<file path="config.mk">
export PLATFORM = sky130hd
export DESIGN_NAME = noise_lfsr
export DESIGN_NICKNAME = d
export VERILOG_FILES = /design/src/common/ks_pkg.sv /design/src/source/noise_lfsr.sv
export SDC_FILE = /design/constraint.sdc
export NUM_CORES = 1
export LEC_CHECK = 0
export ABC_AREA = 1
export BUFFER_PORTS_ARGS = -buffer_cell sky130_fd_sc_hd__buf_2
export CORE_MARGIN = 10
export CORE_UTILIZATION = 39
export DETAILED_ROUTE_END_ITERATION = 8
export HOLD_SLACK_MARGIN = 0.06
export PLACE_DENSITY = 0.71
export SLEW_MARGIN = 0
export SYNTH_ARGS = -nofsm -noshare
export SYNTH_HDL_FRONTEND = slang
export SYNTH_SLANG_ARGS = --single-unit
</file>
<file path="constraint.sdc">
create_clock -name a_clk -period 0.9 [get_ports a_clk]
set_input_delay 0.09 -clock a_clk [delete_from_list [all_inputs] [get_ports a_clk]]
set_output_delay 0.09 -clock a_clk [all_outputs]
set_load 0.005 [all_outputs]
</file>
<file path="src/common/ks_pkg.sv">
package ks_pkg;

	// widths
	localparam int sample_w = 24; // audio word
	localparam int noise_w  = 16; // lfsr word
	localparam int vel_w    = 7;  // note velocity
	localparam int decay_w  = 12; // sustain gain
	localparam int addr_w   = 10; // delay line address

	// feedback gain is decay / 2^decay_shift, always below unity
	localparam int decay_shift = 12;

	// noise source
	localparam logic [noise_w-1:0] lfsr_seed = 16'hace1; // any nonzero start
	localparam logic [noise_w-1:0] lfsr_taps = 16'hd008; // x^16+x^15+x^13+x^4+1

	// loop filter
	localparam int filt_max_taps = 8;
	localparam int filt_log2     = $clog2(filt_max_taps); // largest filt_sel
	localparam int filt_acc_w    = sample_w + filt_log2;  // 8-tap sum headroom

	typedef logic signed [sample_w-1:0] sample_t; // audio sample
	typedef logic signed [noise_w-1:0]  noise_t;  // raw noise
	typedef logic        [addr_w-1:0]   addr_t;   // delay line index

	// same codes as the older voice FSM
	typedef enum logic [1:0] {
		st_idle     = 2'b00, // pre-fill, silent
		st_load     = 2'b01, // noise burst into the line
		st_feedback = 2'b10  // string ringing
	} voice_state_t;

	// note settings, top to voice
	typedef struct packed {
		logic [vel_w-1:0]   velocity;     // noise scale
		logic [decay_w-1:0] decay;        // feedback gain
		addr_t              delay_length; // tuning
		logic [1:0]         filt_sel;     // 1, 2, 4 or 8 taps
	} voice_ctrl_t;

endpackage

</file>
<file path="src/source/noise_lfsr.sv">
`timescale 1ns/10ps

module noise_lfsr (
	input  logic           a_clk,
	input  logic           reset_n,
	input  logic           sample_en,
	output ks_pkg::noise_t noise
);
	import ks_pkg::*;

	logic [noise_w-1:0] lfsr; // galois state

	always_ff @(posedge a_clk)
	begin
		if (reset_n)
		begin
			lfsr <= lfsr_seed; // never zero
		end
		else if (sample_en)
		begin
			// shift right, fold taps back in when lsb falls out
			lfsr <= {1'b0, lfsr[noise_w-1:1]} ^ ({noise_w{lfsr[0]}} & lfsr_taps);
		end
	end

	assign noise = noise_t'(lfsr); // two's complement view

	// zero is the lock-up state of an xor lfsr
	a_lfsr_alive: assert property (@(posedge a_clk) disable iff (reset_n)
		lfsr != '0)
		else $error("noise lfsr stuck at zero");

endmodule

</file>
[Yosys cells after proc, flatten, opt, wreduce, memory -nomap -nowiden]
Index checks and enable logic that the tools add are counted.
Word-level totals
  flip-flop bits (word level): 16
  output and inout port bits: 16
Cells by class
  bitwise logic cells: 1
Operator list (number)
  bitwise XOR 15 x 16 -> 16 bit: 1

[Logic depth before layout (Yosys ltp)]
  word-level depth: 1
  depth in mapped cells: 5

[Worst setup path before layout]
OpenSTA, ideal clock, no wires.
  path kind: register to register
  from: register lfsr[0], in the netlist noise[0]
  to: register lfsr[14], in the netlist noise[14]
  setup time: 0.109 ns
  arrival time: 0.676 ns
  data required time: 0.791 ns
  slack: 0.115 ns
  stages on the path, launching flop included: 6
  clock period less this slack: 0.785 ns
  path through: dfxtp_1 > inv_1 > nand2_1 > nand3_1 > nand2_1 > inv_1
On the way
  word-level cells in the longest chain between the ends: 1
RTL lines
  start: declaration: line noise_lfsr.sv:11  | logic [noise_w-1:0] lfsr;
  start signal: assignment: line noise_lfsr.sv:17  | lfsr <= lfsr_seed;
  start signal: assignment: line noise_lfsr.sv:22  | lfsr <= {1'b0, lfsr[noise_w-1:1]} ^ ({noise_w{lfsr[0]}} & lfsr_taps);
  bitwise XOR 15 x 16 -> 16 bit: line noise_lfsr.sv:22
Every way passes these cells.
A chain may end at the register's enable or synchronous reset.

[Worst setup path after layout]
  from: register lfsr[0], in the netlist noise[0]
  to: output port noise[0]
RTL lines
  end: declaration: line noise_lfsr.sv:7  | output ks_pkg::noise_t noise
No word-level cell between the ends.

==> out/metrics.yaml <==
status: "finished clean"
dp_hpwl_um: 1012
slew_violations: 0
maxCapViolations: 0
dr.pass1.iters: 3
crit_path_max_incr_delay_ps: 370
path_clk_slew_ps: 100
core_area_um2: 1489
gp_congestion: 0.7501
finalSetupViolations: 0
cp_slowest_cell: "dfxtp_4"
syn_avg_cell_area_um2: 7.648
viasPerCell: 4.568
ff2ff_setup_slack_ps: 70
cts_max_path_buffers: 2
reg2reg_to: "noise[3]"
route.detailed.wl_per_inst_um: 11.35
grt_overflow: 0
grt_usage_pct: 8.383
crit_path_cell_trace: "buf_2"
multiInputGateArea_um2: 220.2
fin_tns_setup_ps: 0
ys_seq_area_share_pct: 52.35
start_util_pct: 41.09
syn_inst: 80
crit_path_end_kind: "primary output"
vias: 539
hp-class: "primary input to register"
nFillCells: 159
cts_tree: "yes"
slew_headroom_pct: 86.17
yosysTopAreaCell: "dfxtp_1"
synth_area_leaders: "dfxtp_1, nand2_1, nor2_1"
netlist_area_um2: 611.8
ctsHoldBuffers: 0
grt_max_degree: 20
cellPowerDensity_nw_per_um2: 1921
ys_seq_elements: 16
crit_type: "register to primary output"
fin_nets: 106
cts_sinks: 16
fin_skew_ps: 8.530
start_kind: "register"
post-route-period-util_pct: 96.14
whs_path_depth: 3
portBuffers: 18
p_leak_nw: 0.4021
drive_above_1_share_pct: 37.25
io_pins: 19
cp_data_required_time_ps: 810
die_area_um2: 3553
critical_path_peak_fanout: 5
rows: 14
antenna_left: 0
fin_crit_ps: 865.3
holdPathEnd: "noise[15]"
arrival_ps: 780
syn_to_final_growth_pct: 24.95
htreeDepth: 1
hold_viol_final: 0
first_iter_violations: 9
totalWireLength_um: 1339
vdd_drop_max_v: 0.001144
largest_reg_flops: 16
yosysWarnings: 0
rsz0062_at_grt: "false"
drc_errors: 0
tightest_slew_ps: 207.3
ff2ff_path_depth: 5
fmax_ghz: 1.156
grt_pass1_wl_um: 2352
holdCritStartpoint: "reset_n"
fp.dieW_um: 59.61
r2r-start: "noise[0]"
path_delay_family: "flip-flops"
die_h_um: 59.61
clk_latency_ps: 280
regArea_um2: 337.8
timing.hold.ws_ps: 100.0
cts-root-buf: "clkbuf_4"
numCtsBuffers: 3
synth_fp_nets: 83
diodes: 0
grt_pass1_vias: 557
netlist.area_leader.share_pct: 52.35
crit_buf_inv: 1
grt_antenna_before_repair: 0
synth_cell_types: 13
## synth_stat cells
master / n
buf_6: 1
nor2_1: 12
o211ai_1: 1
inv_2: 1
dfxtp_1: 16
o21ai_1: 2
buf_4: 1
inv_1: 9
nand3_1: 7
a21oi_1: 5
buf_8: 1
o21ai_0: 6
nand2_1: 18
## worst max-delay path by stage
stage | from | cells after the start | endpoint | slack (ps)
2_1_floorplan | noise[0] | 5 | noise[14] | 120
3_5_place_dp | noise[0] | 5 | noise[3] | 30
5_1_grt | noise[0] | 1 | noise[0] | 4
3_3_place_gp | noise[0] | 5 | noise[3] | 100
4_1_cts | noise[0] | 1 | noise[0] | 2
6_report | noise[0] | 1 | noise[0] | 30
## cells in the final DEF (no fill, tap or decap), types with 2 or more instances in the layout
cell	n
inv_1	9
o21ai_1	2
nor2_1	12
a21oi_1	5
buf_4	3
dfxtp_1	4
nand2_1	18
buf_2	18
o21ai_0	6
nand3_1	7
dfxtp_2	11
clkbuf_4	3
## where the power goes
part,switching [mW],total [mW],leakage (nW),internal [mW]
Combinational,0.108,0.196,0.248,0.0888
Clock,0.220,0.466,0.0210,0.246
Sequential,0.0373,0.806,0.133,0.769
Total,0.365,1.47,0.402,1.10
## repair_timing
item | CTS | global route
setup buffers | 0 | 1
resized for setup | 1 | 12
endpoints found under the setup margin | 1 | 12
## final cells by class
type / instances / area share, %
timing repair buffer: 21 / 14.73
sequential: 16 / 44.19
tap: 16 / 2.619
inverter: 10 / 4.910
clock buffer: 4 / 4.746
multi-input combinational: 51 / 28.81
## kinds of logic after synthesis
family,after synthesis,share of synthesized area [%]
DFF,16,52.35
buffers and inverters,13,11.66
AOI/OAI and AO/OA,14,11.86
and+or+nand+nor,37,24.13
## metrics by stage
| stage | instances | total power [mW] | cell area [µm²] | setup WS [ps] | util, % |
|---|---|---|---|---|---|
| 2_1_floorplan | 80 | 0.9315 | 611.8 | 115.4 | - |
| 3_3_place_gp | 113 | 1.007 | 703.2 | 100.6 | 47.23 |
| 3_5_place_dp | 113 | 1.011 | 703.2 | 32.09 | 47.23 |
| 4_1_cts | 117 | 1.484 | 740.7 | 1.644 | 49.75 |
| 5_1_grt | 118 | 1.561 | 764.5 | 4.214 | 51.34 |
| 6_report | 118 | 1.468 | 764.5 | 34.73 | 51.34 |
## layer usage
metal / wire (µm) / GRT usage (%) / up-vias
met3: 92 / 3.219 / 2
met2: 637 / 12.63 / 8
met5: 0 / 0 / -
li1: - / - / 296
met1: 595 / 9.466 / 233
met4: 14 / 5.769 / 0
(Power assumes the default switching activity.)
