==> config.mk <==
export PLATFORM = sky130hd
export DESIGN_NAME = trig_debounce
export DESIGN_NICKNAME = d
export VERILOG_FILES = /design/src/source/trig_debounce.sv
export SDC_FILE = /design/constraint.sdc
export NUM_CORES = 1
export LEC_CHECK = 0
export BUFFER_PORTS_ARGS = -buffer_cell sky130_fd_sc_hd__buf_4
export CORE_AREA = 2 2 39 41
export DETAILED_ROUTE_END_ITERATION = 6
export DIE_AREA = 0 0 41 43
export PLACE_DENSITY = 0.43
export SLEW_MARGIN = 20
export SYNTH_ARGS = -nofsm -noshare
export SYNTH_HDL_FRONTEND = slang
export SYNTH_SLANG_ARGS = --single-unit
==> constraint.sdc <==
create_clock -name a_clk -period 0.8 [get_ports a_clk]
set_input_delay 0.12 -clock a_clk [delete_from_list [all_inputs] [get_ports a_clk]]
set_output_delay 0.12 -clock a_clk [all_outputs]
set_load 0.02 [all_outputs]
==> src/source/trig_debounce.sv <==
`timescale 1ns/10ps

module trig_debounce (
	input  logic a_clk,
	input  logic reset_n,
	input  logic trig,
	output logic trig_pulse
);

	logic       trig_sync_0; // first sync stage
	logic       trig_sync_1; // safe to use
	logic       trig_now;    // accepted level
	logic [1:0] trig_cnt;    // cycles of disagreement
	logic       trig_idle;
	logic       trig_cnt_max;

	assign trig_idle    = (trig_sync_1 == trig_now); // nothing new
	assign trig_cnt_max = &trig_cnt;                 // 4th differing cycle

	always_ff @(posedge a_clk)
	begin
		if (reset_n)
		begin
			trig_sync_0 <= 1'b0;
			trig_sync_1 <= 1'b0;
			trig_now    <= 1'b0;
			trig_cnt    <= '0;
			trig_pulse  <= 1'b0;
		end
		else
		begin
			trig_sync_0 <= trig;
			trig_sync_1 <= trig_sync_0;
			trig_pulse  <= 1'b0;
			if (trig_idle)
			begin
				trig_cnt <= '0; // bounce or steady, start over
			end
			else
			begin
				trig_cnt <= trig_cnt + 1'b1;
				if (trig_cnt_max)
				begin
					trig_now   <= trig_sync_1; // level held long enough
					trig_pulse <= trig_sync_1; // press only, release is silent
				end
			end
		end
	end

	// accepting a level clears the disagreement, so a second pulse can't follow
	a_pulse_single: assert property (@(posedge a_clk) disable iff (reset_n)
		trig_pulse |=> !trig_pulse)
		else $error("trigger pulse longer than one clock");

endmodule

======== Yosys cells after proc, flatten, opt, wreduce, memory -nomap -nowiden ========
Cells that the tools add are included.
cells by class
  bitwise operators ....................... 2
  equality and inequality tests ........... 1
  reductions and logical operators ........ 4
  add/sub/neg operators ................... 1
operators by type and width
  kind                   number
  $reduce_and A3 Y1      1
  $reduce_or A3 Y1       1
  $add A2 B1 Y2 const B  1
  $not A1 Y1             2
  $reduce_and A2 Y1      1
  $reduce_or A2 Y1       1
  $eq A1 B1 Y1           1
word-level totals
  input port bits ......................... 3
  flip-flop bits (word level) ............. 6

======== Longest topological paths before layout ========
  word-level depth ........................ 3
  depth in mapped cells ................... 2
  gate-level depth less buffers ........... 2

======== Worst setup path before layout ========
No wires, ideal clock.
  path kind ............................... register to register
  from .................................... register trig_cnt[0]
  to ...................................... register trig_cnt[1]
  stages on the path, launching flop included .. 3
  buffers on the path ..................... 0
  arrival time ............................ 0.720 ns
  required time ........................... 0.678 ns
  slack ................................... -0.042 ns
  clock period less this slack ............ 0.842 ns
  cell sequence ........................... dfxtp_1 > ha_1 > nor3b_2
between the ends
  longest elaborated chain between the ends .. 1
RTL lines
  item                    RTL line  RTL
  from (decl)             13        logic [1:0] trig_cnt;
  from (signal assigned)  41        trig_cnt <= trig_cnt + 1'b1;
  $add A2 B1 Y2           41
No other way between the ends.
A chain may end at the register's enable or synchronous reset.

======== Worst setup path after layout ========
Ends and elaborated chain as after synthesis.

==> results.md <==
- The placed instance count is 37.
- The detailed-routing iteration count for the pre-antenna-repair pass is 2.
- Setup violations remaining at the end of the flow were counted as 3.
- The total inserted antenna cells is 0.
- The class of the tightest hold or removal check is input port to flip-flop.
- The analysis attributes to cell leakage a power of 0.121 nW.
- The run finished, with violations left.
- The average cell area after synthesis is 13.1 µm².
- The overall die width is 41 µm.
- The number of violations of the max-capacitance limit is 0.
- The kind of end point of the critical path is a flip-flop.
- The number of port buffers is 3.
- The routed design could run at a clock period as short as 811 ps.
- The post-detailed-route count of antenna-violating nets is 0.
- The net count of the finished layout is 30.
- The number of sinks on the clock net is 6.
- After detailed routing, the number of vias per cell comes to 3.40.
- For this configuration, the core starts out at a cell density of 0.151.
- The cell area that synthesis handed to floorplanning was 209 µm².
- The post-route clock period utilization is 1.01.
- The worst path arrival time is 930 ps.
- The portion of the post-synthesis area used by sequential elements is 0.575.
- Dividing total power by cell area gives a power density of 1910 mW/mm².
- STA classifies the critical path startpoint as a flip-flop.
- After legalization and detailed placement, the total HPWL measured 238 µm.
- The root buffer cell chosen for the clock tree is clkbuf_4.
- After clock tree synthesis, the clock-pin slew on the worst setup and hold paths is 50 ps.
- The number of cells on the worst reg-to-reg path is 2.
- The number of buffers inserted by hold repair at cts is 0.
- The die covers 0.00176 mm².
- Once the clock tree was built, the setup fixing pass inserted 0 buffers.
- The reg-to-reg critical path startpoint is trig_cnt[0]$_SDFF_PP0_.
- The worst hold path begins at reset_n.
- The count of pins over their slew limit was 0.
- In this run the register-to-register setup slack is -10 ps.
- The register area is 126 µm².
- The routed layout has 136 vias.
- After routing the design area is 319 µm².
- The routing layer with the top usage in global route is met4.
- The clock passes through at most 2 buffers.
- The biggest cell delay along the critical path is 330 ps.
- The critical path is of the flip-flop to flip-flop type.
- The total overflow left after global routing is 0.
- After detailed routing, the number of remaining DRC violations is 0.
- The global routing usage summed across all routing layers is 0.0513.
- The synthesis-stage register bit count is 6.
- The multi-input logic area is 101 µm².
- The number of global-route vias before repair is 120.
- The core box area is 0.00138 mm².
- The met2 usage is 0.0375.
- On the critical path, the stage with the largest delay is an instance of dfxtp_2.
- Summed over all layers, the routed wires come to 328 µm.
- The fraction of final layout cells with drive strength greater than 1 is 0.625.
- The count of warnings emitted by yosys is 0.
- The clock skew is 0.116 ps.
- The initialized floorplan defines 14 standard-cell rows.
- The hold violation total from the final report is 0.
- The buffer and inverter count on the worst path is 0.
- The number of violations reported at the end of detailed-routing iteration 0 is 4.
- Entering global routing, the biggest net connects 7 pins.
- In this run the tightest slew margin relative to its limit is 0.831.
- For this run, global-route usage on met3 was measured as 0.0314.
- Dividing the detail-routed wire length by the instance count gives 8.20 µm.
- The height of the chip is 43 µm.
- The final estimated routing congestion in global placement is 0.627.
- The fill cell instance count of the final layout is 144.
- The placed standard-cell area is 268 µm².
- The final reports fail on negative setup slack.
- The endpoint identified for the worst register-to-register timing path is trig_cnt[1]$_SDFF_PP0_.
- Pin placement for this block handled 4 I/O pins.
- The worst hold path passes through 2 cells.
- Once layout is complete, the cells apart from fillers number 40.
- The CTS tree is yes.
- The clock reaches the later pin of the worst-skew pair after 240 ps.
- When the netlist entered floorplanning its net count stood at 20.
- Broken down by cell family, the worst path's largest delay share belongs to flip-flops.
- The first global-routing pass estimated 524 µm of wire.
- For this run, global-route usage on met1 was measured as 0.0677.
- STA puts the critical path data required time at 920 ps.
- The path with the worst hold slack has its endpoint at trig_now$_SDFFE_PP0P_.
- The library cells used most frequently in the layout, excluding fill and tap cells, are clkbuf_4, buf_6, dfxtp_1, buf_4, dfxtp_2.
- Counting the buffers created by CTS gives 3.
- The synthesized netlist contains 11 unique library cells.
- Across the VDD grid, the largest voltage drop is 0.674 mV.
- The most critical setup path has its startpoint at trig_cnt[0]$_SDFF_PP0_.
- The area growth from synthesis to layout is 52.7%.
- The number of H-tree levels is 1.
- The upper clock frequency limit is 1.23 GHz.
- The setup slack after layout is -11.4 ps.
- The number of standard cells after synthesis is 16.
- Walking the worst path, the cells encountered are ha_4, nor3b_2.
- The number of antenna violations at the first check in global routing was 0.
- At the pin with the least slew margin, the transition time is 251 ps.
- Setup repair after global routing could not meet its margin everywhere.
- The highest net fanout along the worst path is 2.
[worst reg2reg max path, delay by kind of cell, from the launching register on]
kind          cells  cell delay (ps)
simple gates      1              140
flops             1              330
fa+ha+maj         1              220
[flip-flops by register name, indices dropped and copies added (netlist names)]
name / cells
trig_cnt: 2
trig_now: 1
trig_sync_0: 1
trig_sync_1: 1
trig_pulse: 1
[report_power, final]
| group | internal (mW) | switching [mW] | leakage, nW |
|---|---|---|---|
| clock network | 0.170 | 0.107 | 0.0138 |
| logic | 0.0149 | 0.00905 | 0.0566 |
| registers | 0.303 | 0.00415 | 0.0506 |
[through the flow]
| stage | power (mW) | hold slack (ps) | util | setup WS [ps] | TNS [ps] |
|---|---|---|---|---|---|
| after detailed placement | 0.338 | 332 | 0.193 | -46.7 | -46.7 |
| after global placement | 0.337 | 328 | 0.193 | -26.6 | -29.5 |
| after global routing | 0.641 | 72.4 | 0.231 | -56.1 | -116 |
| after CTS | 0.621 | 76.3 | 0.225 | -23.7 | -40.9 |
| after floorplan | 0.323 | 182 | - | -28.9 | -28.9 |
| final | 0.608 | 81.1 | 0.231 | -11.4 | -24.2 |
[cell type report]
cell class                 instances  area share
tap                               16      0.0627
sequential                         6       0.396
clock buffer                       3      0.0706
multi-input combinational         10       0.318
timing repair buffer               5       0.153
[worst max path at each step]
stage	end	slack, ps	cells after the start
after floorplan	trig_cnt[1]$_SDFF_PP0_	-30	2
after global placement	trig_cnt[1]$_SDFF_PP0_	-30	2
after detailed placement	trig_cnt[1]$_SDFF_PP0_	-50	2
after CTS	trig_now$_SDFFE_PP0P_	-20	3
after global routing	trig_cnt[1]$_SDFF_PP0_	-60	2
final	trig_cnt[1]$_SDFF_PP0_	-10	2
[cell usage after synthesis]
cell type / instances / area [µm²]
a21oi_2: 1 / 8.76
dfxtp_1: 6 / 120
and2b_1: 1 / 7.51
nor3_1: 1 / 5.00
ha_1: 1 / 12.5
and4bb_2: 1 / 12.5
nand3_1: 1 / 5.00
a21bo_1: 1 / 10.0
xnor2_1: 1 / 8.76
nor3b_2: 1 / 12.5
nor2b_1: 1 / 6.26
[per-layer routing]
metal / vias up / routed length (µm) / share of wire
li1: 75 / - / -
met1: 57 / 181 / 0.55
met2: 4 / 121 / 0.37
met3: 0 / 25 / 0.076
met4: 0 / 0 / 0
met5: - / 0 / 0
[timing repair]
action                                  in CTS  in global routing
endpoints found under the setup margin       4                  4
hold endpoints to repair                     0                  0
pin swaps                                    0                  3
cloned                                       0                  0
resized for setup                            5                  3
[kinds of logic after synthesis]
logic type / after synthesis / share of synthesized area
simple gates: 6 / 0.234
flops: 6 / 0.575
compound gates: 2 / 0.0898
xor+xnor: 1 / 0.0419
fa+ha+maj: 1 / 0.0599
(Power assumes the default switching activity.)
